`config.mk`:
```
export PLATFORM = sky130hd
export DESIGN_NAME = fmap_producer_port
export DESIGN_NICKNAME = d
export VERILOG_FILES = /design/src/logic/fmap_pkg.sv /design/src/logic/fmap_producer_port.sv
export SDC_FILE = /design/constraint.sdc
export NUM_CORES = 1
export LEC_CHECK = 0
export ABC_CLOCK_PERIOD_IN_PS = 1150
export BUFFER_PORTS_ARGS = -buffer_cell sky130_fd_sc_hd__clkbuf_2
export CORE_AREA = 5 5 126 128
export DETAILED_ROUTE_END_ITERATION = 7
export DIE_AREA = 0 0 131 133
export PLACE_DENSITY_LB_ADDON = 0.25
export SYNTH_ARGS = -nofsm -noshare
export SYNTH_HDL_FRONTEND = slang
export SYNTH_SLANG_ARGS = --single-unit
```
`constraint.sdc`:
```
create_clock -name clk -period 1.15 [get_ports clk]
set_clock_uncertainty 0.2 [all_clocks]
set_input_delay 0.0575 -clock clk [delete_from_list [all_inputs] [get_ports clk]]
set_output_delay 0.0575 -clock clk [all_outputs]
set_load 0.1 [all_outputs]
```
`src/logic/fmap_pkg.sv`:
```
package fmap_pkg;

	// ######################################
	// widths
	// ######################################

	localparam int FMAP_DATA_W = 32;

	// covers maps up to 32 by 32.
	localparam int FMAP_ADDR_W = 10;

	typedef logic [FMAP_DATA_W-1:0] fmap_word_t;
	typedef logic [FMAP_ADDR_W-1:0] fmap_addr_t;

	// bank currently owned by the producer.
	typedef logic bank_sel_t;

	// ######################################
	// requests and responses
	// ######################################

	// previous layer: write and read-back.
	typedef struct packed {
		logic       we;
		logic       re;
		fmap_addr_t waddr;
		fmap_addr_t raddr;
		fmap_word_t wdata;
	} producer_req_t;

	// next layer: two independent reads.
	typedef struct packed {
		logic       re_a;
		logic       re_b;
		fmap_addr_t addr_a;
		fmap_addr_t addr_b;
	} consumer_req_t;

	// port A writes or reads, port B only reads.
	typedef struct packed {
		logic       we_a;
		logic       re_a;
		fmap_addr_t addr_a;
		fmap_word_t wdata_a;
		logic       re_b;
		fmap_addr_t addr_b;
	} bank_req_t;

	typedef struct packed {
		fmap_word_t rdata_a;
		fmap_word_t rdata_b;
	} bank_rsp_t;

endpackage
```
`src/logic/fmap_producer_port.sv`:
```
`timescale 1ns/1ns

module fmap_producer_port (
	input  logic                      clk,
	input  logic                      arst_n,
	input  fmap_pkg::producer_req_t   prod,
	input  logic                      swap,
	output fmap_pkg::bank_sel_t       sel,
	output fmap_pkg::bank_req_t [1:0] prod_bank_req,
	input  fmap_pkg::bank_rsp_t [1:0] bank_rsp,
	output fmap_pkg::fmap_word_t      prod_rdata
);

	// select as seen by the read issued one cycle earlier.
	fmap_pkg::bank_sel_t sel_d;

	// ######################################
	// bank select
	// ######################################

	always_ff @(posedge clk or negedge arst_n)
	begin
		if (!arst_n)
		begin
			sel <= 1'b0;
		end
		else if (swap)
		begin
			sel <= ~sel;
		end
	end

	always_ff @(posedge clk or negedge arst_n)
	begin
		if (!arst_n)
		begin
			sel_d <= 1'b0;
		end
		else
		begin
			sel_d <= sel;
		end
	end

	// ######################################
	// request routing
	// ######################################

	// write on port A, read-back on port B.
	always_comb
	begin
		prod_bank_req = '0;
		prod_bank_req[sel].we_a    = prod.we;
		prod_bank_req[sel].addr_a  = prod.waddr;
		prod_bank_req[sel].wdata_a = prod.wdata;
		prod_bank_req[sel].re_b    = prod.re;
		prod_bank_req[sel].addr_b  = prod.raddr;
	end

	// response comes from the bank that took the read-back.
	assign prod_rdata = bank_rsp[sel_d].rdata_b;

endmodule

```
# Yosys cells after proc, flatten, opt, wreduce, memory -nomap -nowiden
# Index checks and enable logic that the tools add are counted.
[word_totals] regBits=2 inputBits=185 out_inout_bits=143 word_cells=24
[classes] magnitude_cmp=3 muxes=16 n_bitwise=2 n_reduce_logical=1
[op_table] operator="110-bit bitwise mux" n=4
[op_table] operator="55-bit demux with 1-bit select" n=5
[op_table] operator="110-bit AND" n=1
[op_table] operator="32-bit 2-to-1 mux" n=2
[op_table] operator="55-bit 2-to-1 mux" n=1
[op_table] operator="53-bit 2-to-1 mux" n=1
[op_table] operator="43-bit 2-to-1 mux" n=1
[op_table] operator="11-bit 2-to-1 mux" n=1
[op_table] operator="10-bit 2-to-1 mux" n=1
[op_table] operator="1-bit by 2-bit < comparator with 1-bit output (second input constant)" n=2
[op_table] operator="1-bit greater-or-equal comparator (second input constant)" n=1
[op_table] operator="1-bit logical AND" n=1
[op_table] operator="1-bit NOT" n=1

# Logic depth before layout (Yosys ltp)
[depth] ltp_word=9 depth_mapped=4 ltp_nobuf=1

# Worst setup path after synthesis
# OpenSTA, ideal clock, no wires.
[synth_timing] path_type="reg-to-output" start="register sel" end="output prod_bank_req[43] (netlist name)" t_arrival_ns=2.674 required_ns=0.892 path_slack_ns=-1.782 path_stages_with_launch=5 n_path_buf=3 cell_sequence="dfrtp_1 > buf_6 > buf_2 > buf_6 > nor2b_1"
[synth_rtl] element="start: declaration" line="fmap_producer_port.sv:8" rtl="output fmap_pkg::bank_sel_t sel,"
[synth_rtl] element="start signal: assignment" line="fmap_producer_port.sv:29" rtl="sel <= ~sel;"
[synth_rtl] element="end: declaration" line="fmap_producer_port.sv:9" rtl="output fmap_pkg::bank_req_t [1:0] prod_bank_req,"

==> metrics.csv <==
stage,metric,value,unit
route,Detailed Route WL,9260,um
synthesis,sequential-to-total area share from yosys stat,3.62,%
sta,WHS,-5.31,ps
critical_path,worst reg-to-reg setup slack,-190,ps
route,DR WL met3,1310,um
clocking,latest clock arrival within the worst-skew pair,220,ps
global_route,vias in the first global route,2346,
floorplanning,die area,0.0174,sq mm
global_route,first-pass GRT wire length,12600,um
clocking,Num CTS Buffers,3,
floorplanning,row cnt,45,
critical_path,CP max-delay cell,dfrtp_4,
synthesis,Synth area leaders,"mux2_4, and2_1, nor2b_1",
route,met2 WL,5000,um
sta,fmax,613,MHz
sta,final hold violation count,2,
synthesis,Post-Synthesis Cells,162,
route,DRC viols,0,
route,Initial DRC Count,29,
outcome,violated checks,"negative hold slack, negative setup slack",
finish,Fill cells,1389,
finish,layout cells sized above 1,99.1,%
critical_path,critical path capture point type,output port,
finish,Antenna Cells,0,
outcome,status,"complete, but fails checks",
sta,max-slew violation count,0,
route,per-cell routed wire length,14.9,um
global_route,Tot GR Track Use,9.13,%
critical_path,"critical path fanouts, max",7,
critical_path,"Req. time, crit path",890,ps
floorplanning,io pins,328,
global_route,number of antenna violations at the first check in global routing,0,
clocking,Root Driver,clkbuf_16,
floorplanning,core area,0.0148,sq mm
floorplanning,die width,131,um
route,Top Metal Used,met4,
critical_path,Max stage delay on crit path,490,ps
flow_run,max cap viols,0,
global_route,grt ovf,0,
placement,Port Buf Inserts,261,
finish,"commonest non-fill, non-tap cell in the layout",buf_12,
route,detailed-route via count,2171,
placement,gpl congestion,0.727,
critical_path,CP most frequent cell,buf_12,
route,drt via density,3.50,
sta,RSZ-0062 raised after global routing,true,
clocking,CTS Sinks,2,
clocking,CTS HTree Levels,1,
synthesis,share of the synthesized area in the top cell type,32.6,%
sta,final setup vio count,143,
finish,fin cells,620,
route,Detail Route Antenna Nets,0,
critical_path,CP Class,flop to output port,
critical_path,CP Launch Type,flop,
clocking,CTS tree,yes,
clocking,CTS Buffer Depth,2,
placement,dpl cells,603,
synthesis,dominant cell type by area after synthesis,mux2_4,
critical_path,CP arrival,1370,ps
synthesis,yosys warns,0,
synthesis,mapped cell area,0.00138,sq mm
synthesis,Avg Inst Size Synth,8.53,sq um
route,met1 WL,2880,um
critical_path,CP cell instances,buf_12 > clkbuf_16 > nor2b_4 > buf_12,
sta,Tmin final,1630,ps
finish,"commonest cells after routing, fill and taps aside","buf_12, clkbuf_2, and2_4, nor2b_4, mux2_4",
placement,Place WS,-279,ps
clocking,clock-pin slew on the worst setup and hold paths,30,ps
sta,Tcrit/Tclk final,142,%
synthesis,"Distinct cells, synth",13,
finish,Final nets,619,
worst_hold_path,hold crit path type,input port to asynchronous set/reset pin,
route,DR pass1 iterations,2,
finish,synthesis-to-layout area growth,329,%
placement,hpwl dp,8080,um
floorplanning,starting density of the core,9.37,%
floorplanning,Die H,133,um
global_route,largest net degree at the start of global routing,26,
synthesis,Yosys reg bits,2,
sta,final worst slack,-480,ps
[critical path, delay by kind of cell, from the launching register on]
kind / cells / cell delay (ps)
buffers and inverters: 3 / 510
flip-flops: 1 / 490
AND/OR/NAND/NOR: 1 / 130
[per-layer routing]
layer | up-vias | track usage (%)
li1 | 1047 | -
met1 | 970 | 8.56
met5 | - | 0
met4 | 0 | 1.71
met3 | 4 | 4.04
met2 | 150 | 17.9
[flip-flops by register name, indices dropped and copies added (netlist names)]
name	count
sel	1
sel_d	1
[worst paths after layout]
path,start,to,depth (start not counted)
min in group clk,prod[0],prod_bank_req[11],3
worst max-delay path,sel$_DFFE_PN0P_,prod_bank_req[28],4
max in group asynchronous,arst_n,sel$_DFFE_PN0P_,2
worst min-delay path,arst_n,sel_d$_DFF_PN0_,2
worst max register to register,sel$_DFFE_PN0P_,sel$_DFFE_PN0P_,4
worst min register to register,sel$_DFFE_PN0P_,sel_d$_DFF_PN0_,3
[through the flow]
stage | hold slack, ps | util, % | instance area (sq um) | TNS [ps]
floorplan | -438 | - | 1950 | -64200
global placement | -341 | 37.6 | 5540 | -27770
detailed placement | -351 | 37.6 | 5540 | -32030
CTS | 11.7 | 38.5 | 5670 | -65980
global route | 19.3 | 40.2 | 5930 | -68100
finish | -5.31 | 40.2 | 5930 | -63540
[cell type report]
class                   instances  area, sq um  area share, %
repair buffers                284         3850           64.9
multi-input cells             143         1720           29.0
well taps                     188          235           3.96
clock buffers                   3         75.1           1.27
flip-flops and latches          2         55.1          0.928
[Yosys cell counts (all sizes together)]
library cell	n
clkbuf	1
and2	54
conb	1
nor2b	54
dfrtp	2
xor2	1
mux2	32
buf	17
[cells by family after synthesis]
family | Yosys count | share of synthesized area, %
flops | 2 | 3.62
simple gates | 108 | 49.8
mux | 32 | 34.2
xor+xnor | 1 | 0.634
other cells | 1 | 0.271
buf+inv | 18 | 11.5
[timing repair]
action,CTS,global route
gates resized for setup,2,21
pin swaps,20,2
setup endpoints to repair,142,142
hold buffers,2,0
gates cloned,1,7
setup buffers,0,4
hold endpoints to repair,3,0
Power is left out: the tool's default activity adds up to more than one toggle a clock period on the data nets, which glitch-free logic cannot reach.
