===== config.mk =====
export PLATFORM = sky130hd
export DESIGN_NAME = fmap_consumer_port
export DESIGN_NICKNAME = d
export VERILOG_FILES = /design/src/logic/fmap_pkg.sv /design/src/logic/fmap_consumer_port.sv
export SDC_FILE = /design/constraint.sdc
export NUM_CORES = 1
export LEC_CHECK = 0
export BUFFER_PORTS_ARGS = -buffer_cell sky130_fd_sc_hd__clkbuf_2
export CAP_MARGIN = 5
export CORE_AREA = 2 2 128 130
export DETAILED_ROUTE_END_ITERATION = 10
export DIE_AREA = 0 0 130 132
export SETUP_SLACK_MARGIN = 0.2
export SYNTH_ARGS = -nofsm -noshare
export SYNTH_HDL_FRONTEND = slang
export SYNTH_SLANG_ARGS = --single-unit

===== constraint.sdc =====
create_clock -name clk -period 1.3 [get_ports clk]
set_clock_uncertainty 0.1 [all_clocks]
set_input_delay 0.26 -clock clk [delete_from_list [all_inputs] [get_ports clk]]
set_output_delay 0.26 -clock clk [all_outputs]
set_load 0.005 [all_outputs]

===== src/logic/fmap_pkg.sv =====
package fmap_pkg;

	// ######################################
	// widths
	// ######################################

	localparam int FMAP_DATA_W = 32;

	// covers maps up to 32 by 32.
	localparam int FMAP_ADDR_W = 10;

	typedef logic [FMAP_DATA_W-1:0] fmap_word_t;
	typedef logic [FMAP_ADDR_W-1:0] fmap_addr_t;

	// bank currently owned by the producer.
	typedef logic bank_sel_t;

	// ######################################
	// requests and responses
	// ######################################

	// previous layer: write and read-back.
	typedef struct packed {
		logic       we;
		logic       re;
		fmap_addr_t waddr;
		fmap_addr_t raddr;
		fmap_word_t wdata;
	} producer_req_t;

	// next layer: two independent reads.
	typedef struct packed {
		logic       re_a;
		logic       re_b;
		fmap_addr_t addr_a;
		fmap_addr_t addr_b;
	} consumer_req_t;

	// port A writes or reads, port B only reads.
	typedef struct packed {
		logic       we_a;
		logic       re_a;
		fmap_addr_t addr_a;
		fmap_word_t wdata_a;
		logic       re_b;
		fmap_addr_t addr_b;
	} bank_req_t;

	typedef struct packed {
		fmap_word_t rdata_a;
		fmap_word_t rdata_b;
	} bank_rsp_t;

endpackage

===== src/logic/fmap_consumer_port.sv =====
`timescale 1ns/1ns

module fmap_consumer_port (
	input  logic                      clk,
	input  logic                      arst_n,
	input  fmap_pkg::consumer_req_t   cons,
	input  fmap_pkg::bank_sel_t       sel,
	output fmap_pkg::bank_req_t [1:0] cons_bank_req,
	input  fmap_pkg::bank_rsp_t [1:0] bank_rsp,
	output fmap_pkg::fmap_word_t      cons_rdata_a,
	output fmap_pkg::fmap_word_t      cons_rdata_b
);

	fmap_pkg::bank_sel_t cons_bank;
	fmap_pkg::bank_sel_t sel_d;
	fmap_pkg::bank_sel_t cons_bank_d;

	// consumer always reads the bank the producer does not own.
	assign cons_bank = ~sel;

	// ######################################
	// delayed select
	// ######################################

	always_ff @(posedge clk or negedge arst_n)
	begin
		if (!arst_n)
		begin
			sel_d <= 1'b0;
		end
		else
		begin
			sel_d <= sel;
		end
	end

	assign cons_bank_d = ~sel_d;

	// ######################################
	// request routing
	// ######################################

	// read A on port A, read B on port B.
	always_comb
	begin
		cons_bank_req = '0;
		cons_bank_req[cons_bank].re_a   = cons.re_a;
		cons_bank_req[cons_bank].addr_a = cons.addr_a;
		cons_bank_req[cons_bank].re_b   = cons.re_b;
		cons_bank_req[cons_bank].addr_b = cons.addr_b;
	end

	// data from the bank that served last cycle's reads.
	always_comb
	begin
		cons_rdata_a = bank_rsp[cons_bank_d].rdata_a;
		cons_rdata_b = bank_rsp[cons_bank_d].rdata_b;
	end

endmodule


### Yosys cells after proc, flatten, opt, wreduce, memory -nomap -nowiden

Index checks and enable logic that the tools add are counted.

* memories kept: 0
* input port bits: 153
* output and inout bits: 174
* word-level logic and storage cells: 21
* ROM bits: 0
* bits in registers: 1
* bits in latches: 0
* bits in writable memories: 0

* equality and inequality tests: 0
* shift operators: 0
* $add $sub $neg: 0
* reduce and logical (&&, ||, !) cells: 1
* multipliers: 0
* div/mod/pow operators: 0
* mux-type cells: 13
* $lt $le $gt $ge: 3
* bitwise gates (word level): 3

Operator list (count)
* 110-bit bitwise mux: 3
* 55-bit demux with 1-bit select: 4
* 64-bit two-way mux: 2
* 110-bit bitwise AND: 1
* 54-bit two-way mux: 1
* 53-bit two-way mux: 1
* 11-bit two-way mux: 1
* 10-bit two-way mux: 1
* 1-bit by 2-bit < comparator with 1-bit output, second input constant: 2
* 1-bit inverter: 2
* 1-bit >= comparator, second input constant: 1
* 1-bit logical AND: 1

### Longest topological paths before layout

* depth after elaboration: 9
* mapped depth: 3

### Worst setup path after synthesis

No wires, ideal clock.

* path kind: register to output
* start point: register sel_d
* end point: output port cons_rdata_a[0]
* cell stages (with the launch flop): 4
* path slack: -0.015 ns
* arrival time: 0.955 ns
* path buffers: 2
* cells stage by stage: dfrtp_1 > buf_6 > buf_12 > mux2_4

* word-level cells in the longest chain between the ends: 2

Ends and longest elaborated chain
* from (decl): line fmap_consumer_port.sv:15 `fmap_pkg::bank_sel_t sel_d;`
* from (signal assigned): line fmap_consumer_port.sv:33 `sel_d <= sel;`
* 64-bit two-way mux
* 64-bit two-way mux (implied by the code): line fmap_consumer_port.sv:56 `cons_rdata_a = bank_rsp[cons_bank_d].rdata_a;`
* to (decl): line fmap_consumer_port.sv:10 `output fmap_pkg::fmap_word_t cons_rdata_a,`

No other way between the ends. The select of a mux whose other input is x is not followed.

### Worst setup path in the final report

* start point: register sel_d
* end point: output port cons_rdata_b[5]

* word-level cells in the longest chain between the ends: 2

Ends and longest elaborated chain
* 64-bit two-way mux (implied by the code): line fmap_consumer_port.sv:57 `cons_rdata_b = bank_rsp[cons_bank_d].rdata_b;`
* 64-bit two-way mux
* to (decl): line fmap_consumer_port.sv:11 `output fmap_pkg::fmap_word_t cons_rdata_b`

No other way between the ends. The select of a mux whose other input is x is not followed.

==> flow_summary.ini <==
[outcome]
outcome = complete, but fails checks
violations = setup timing

[layout]
ff_latch_area_um2 = 28.8
fillers = 1728
reg.largest.list = sel_d (1)
largest_reg_flops = 1
multiInputGateArea_mm2 = 0.00159
nets = 612
num_antenna_cells = 0
top_register = sel_d
stdcell_count = 673
drive_gt1_share_pct = 81.8
area_delta_synth_final_pct = 92.4

[floorplan]
die-area_mm2 = 0.0172
start_util_pct = 12.2
die_h_um = 132
fp.dieW_um = 130
coreArea_mm2 = 0.0157
ios = 327
fp-row-count = 46

[critical_path]
critPathCaptureType = primary output
crit_arrival_ns = 1.16
required_ns = 0.94
startpoint_type = flip-flop
worstPathMaxFanout = 25
critPathKind = reg -> out

[sta]
setup_ws_ns = -0.222
timing.setup.tns_ns = -12.28
fmax_mhz = 657
hold-worst-slack_ns = 0.498
hold_viol = 0
setup_viol = 70
fin_crit_sh_pct = 117
rsz0062_at_grt = true
fin_crit_ns = 1.52
slew_viol_final = 0

[synth]
netlist_area_mm2 = 0.00191
yosys.area_share.simple_pct = 15.3
yosysSeqAreaShare_pct = 1.31
synth_fa_ha_area_share_pct = 0
synth_xor_area_share_pct = 0
muxShareOfSynthArea_pct = 49.5
netlist_instances = 187
yosysUniqueCellTypes = 11
yosysWarnings = 0
synth_compound_area_share_pct = 0
synth_top_family_by_area = multiplexers
synth_seq_cells = 1
synth.avg_cell_area_um2 = 10.2

[drt]
drt_wl_total_um = 8110
first_pass_iters = 2
drt_iter0_markers = 27
vias_per_cell = 3.19
drcViolationCount = 0
ant_nets = 0
vias = 2147
avgRoutedWirePerCell_um = 12.0

[place]
place_ws_ns = -0.247
gp_congestion = 0.719
numPortBuffers = 260
dpl.hpwl_um = 6560
dpl.cell_count = 659

[grt]
grt_pass1_vias = 1973
grt_use_total_pct = 7.45
grt_max_degree = 26
antenna_found_initial = 2
grt_pass1_wl_um = 10100
grt_overflow = 0

[pwr]
p_int_mw = 0.778
power_mw = 1.20
ir_drop_uv = 158
swShare_pct = 35.2
p_seq_share_pct = 3.3
power.density_mw_per_mm2 = 327
leakagePower_nw = 2.27
switchingPower_mw = 0.422
pwr-share-clk_pct = 0
power_frac_comb_pct = 96.7

[hold_path]
hold_path_class = in -> async

[clock_tree]
clkTransAtPathRegs_ns = 0

[run]
max-cap-violations = 0
logic make-up (layout without fill, tap and decap cells):
group | after synthesis | in the layout
muxes | 64 | 64
DFF | 1 | 1
other | 1 | 66
and+or+nand+nor | 44 | 44
buffers and inverters | 77 | 282
placed cells by master, fill, tap and decap left out, types with 6 or more instances in the layout:
| cell type | n |
|---|---|
| and2_4 | 22 |
| mux2_4 | 60 |
| buf_2 | 13 |
| buf_16 | 7 |
| buf_6 | 17 |
| buf_4 | 7 |
| clkbuf_2 | 231 |
| and2b_1 | 14 |
| conb_1 | 66 |
| nor2b_4 | 6 |
final timing paths:
| check | cells after the start | slack (ns) | to | from |
|---|---|---|---|---|
| worst max-delay path | 3 | -0.22 | cons_rdata_b[5] | sel_d |
| worst min-delay path | 2 | 0.50 | sel_d | arst_n |
| max in group asynchronous | 2 | 0.50 | sel_d | arst_n |
| min in group clk | 4 | 0.69 | sel_d | sel |
area by class of cell:
cell class	instances	share of cell area, %
multi-input combinational	174	43.2
sequential	1	0.783
tap	216	7.36
timing repair buffer	282	48.7
synth_stat cells:
library cell  count  area share [%]
and2_1           22             7.2
nor2b_1           8             2.6
buf_12            6             6.3
and2b_1          14             5.5
buf_6             1            0.59
mux2_4           60              47
buf_4            66              26
dfrtp_1           1             1.3
conb_1            1            0.20
mux2_2            4             2.4
clkbuf_1          4            0.79
through the flow:
stage / area [um^2] / util (%)
2_1_floorplan: 2150 / -
3_3_place_gp: 3170 / 20.2
3_5_place_dp: 3170 / 20.2
4_1_cts: 3520 / 22.4
5_1_grt: 3670 / 23.4
6_report: 3670 / 23.4
critical path, cell delays in order, from the launching register on:
cell and delay, ns:
dfrtp_4 0.51, buf_12 0.20, mux2_4 0.32, clkbuf_2 0.12
timing repair:
item                       in CTS  in global routing
setup endpoints to repair     108                108
cloned                          7                  0
hold buffers                    1                  0
hold endpoints to repair        1                  0
buffers inserted                6                  0
pin swaps                       2                  1
resized for setup              31                 47
routing by layer:
layer,track usage [%],vias to the layer above,wire (um)
li1,-,1022,-
met1,6.89,945,2630
met2,16.3,172,4420
met3,2.07,4,1030
met4,0,4,3
met5,0,-,27
power by group through the flow:
stage | sequential [mW] | clock [mW] | combinational (mW)
2_1_floorplan | 0.0339 | 0 | 0.637
5_1_grt | 0.0413 | 0 | 1.25
4_1_cts | 0.0404 | 0 | 1.11
3_3_place_gp | 0.0392 | 0 | 0.956
6_report | 0.0395 | 0 | 1.16
3_5_place_dp | 0.0405 | 0 | 0.959
(Power assumes the default switching activity.)
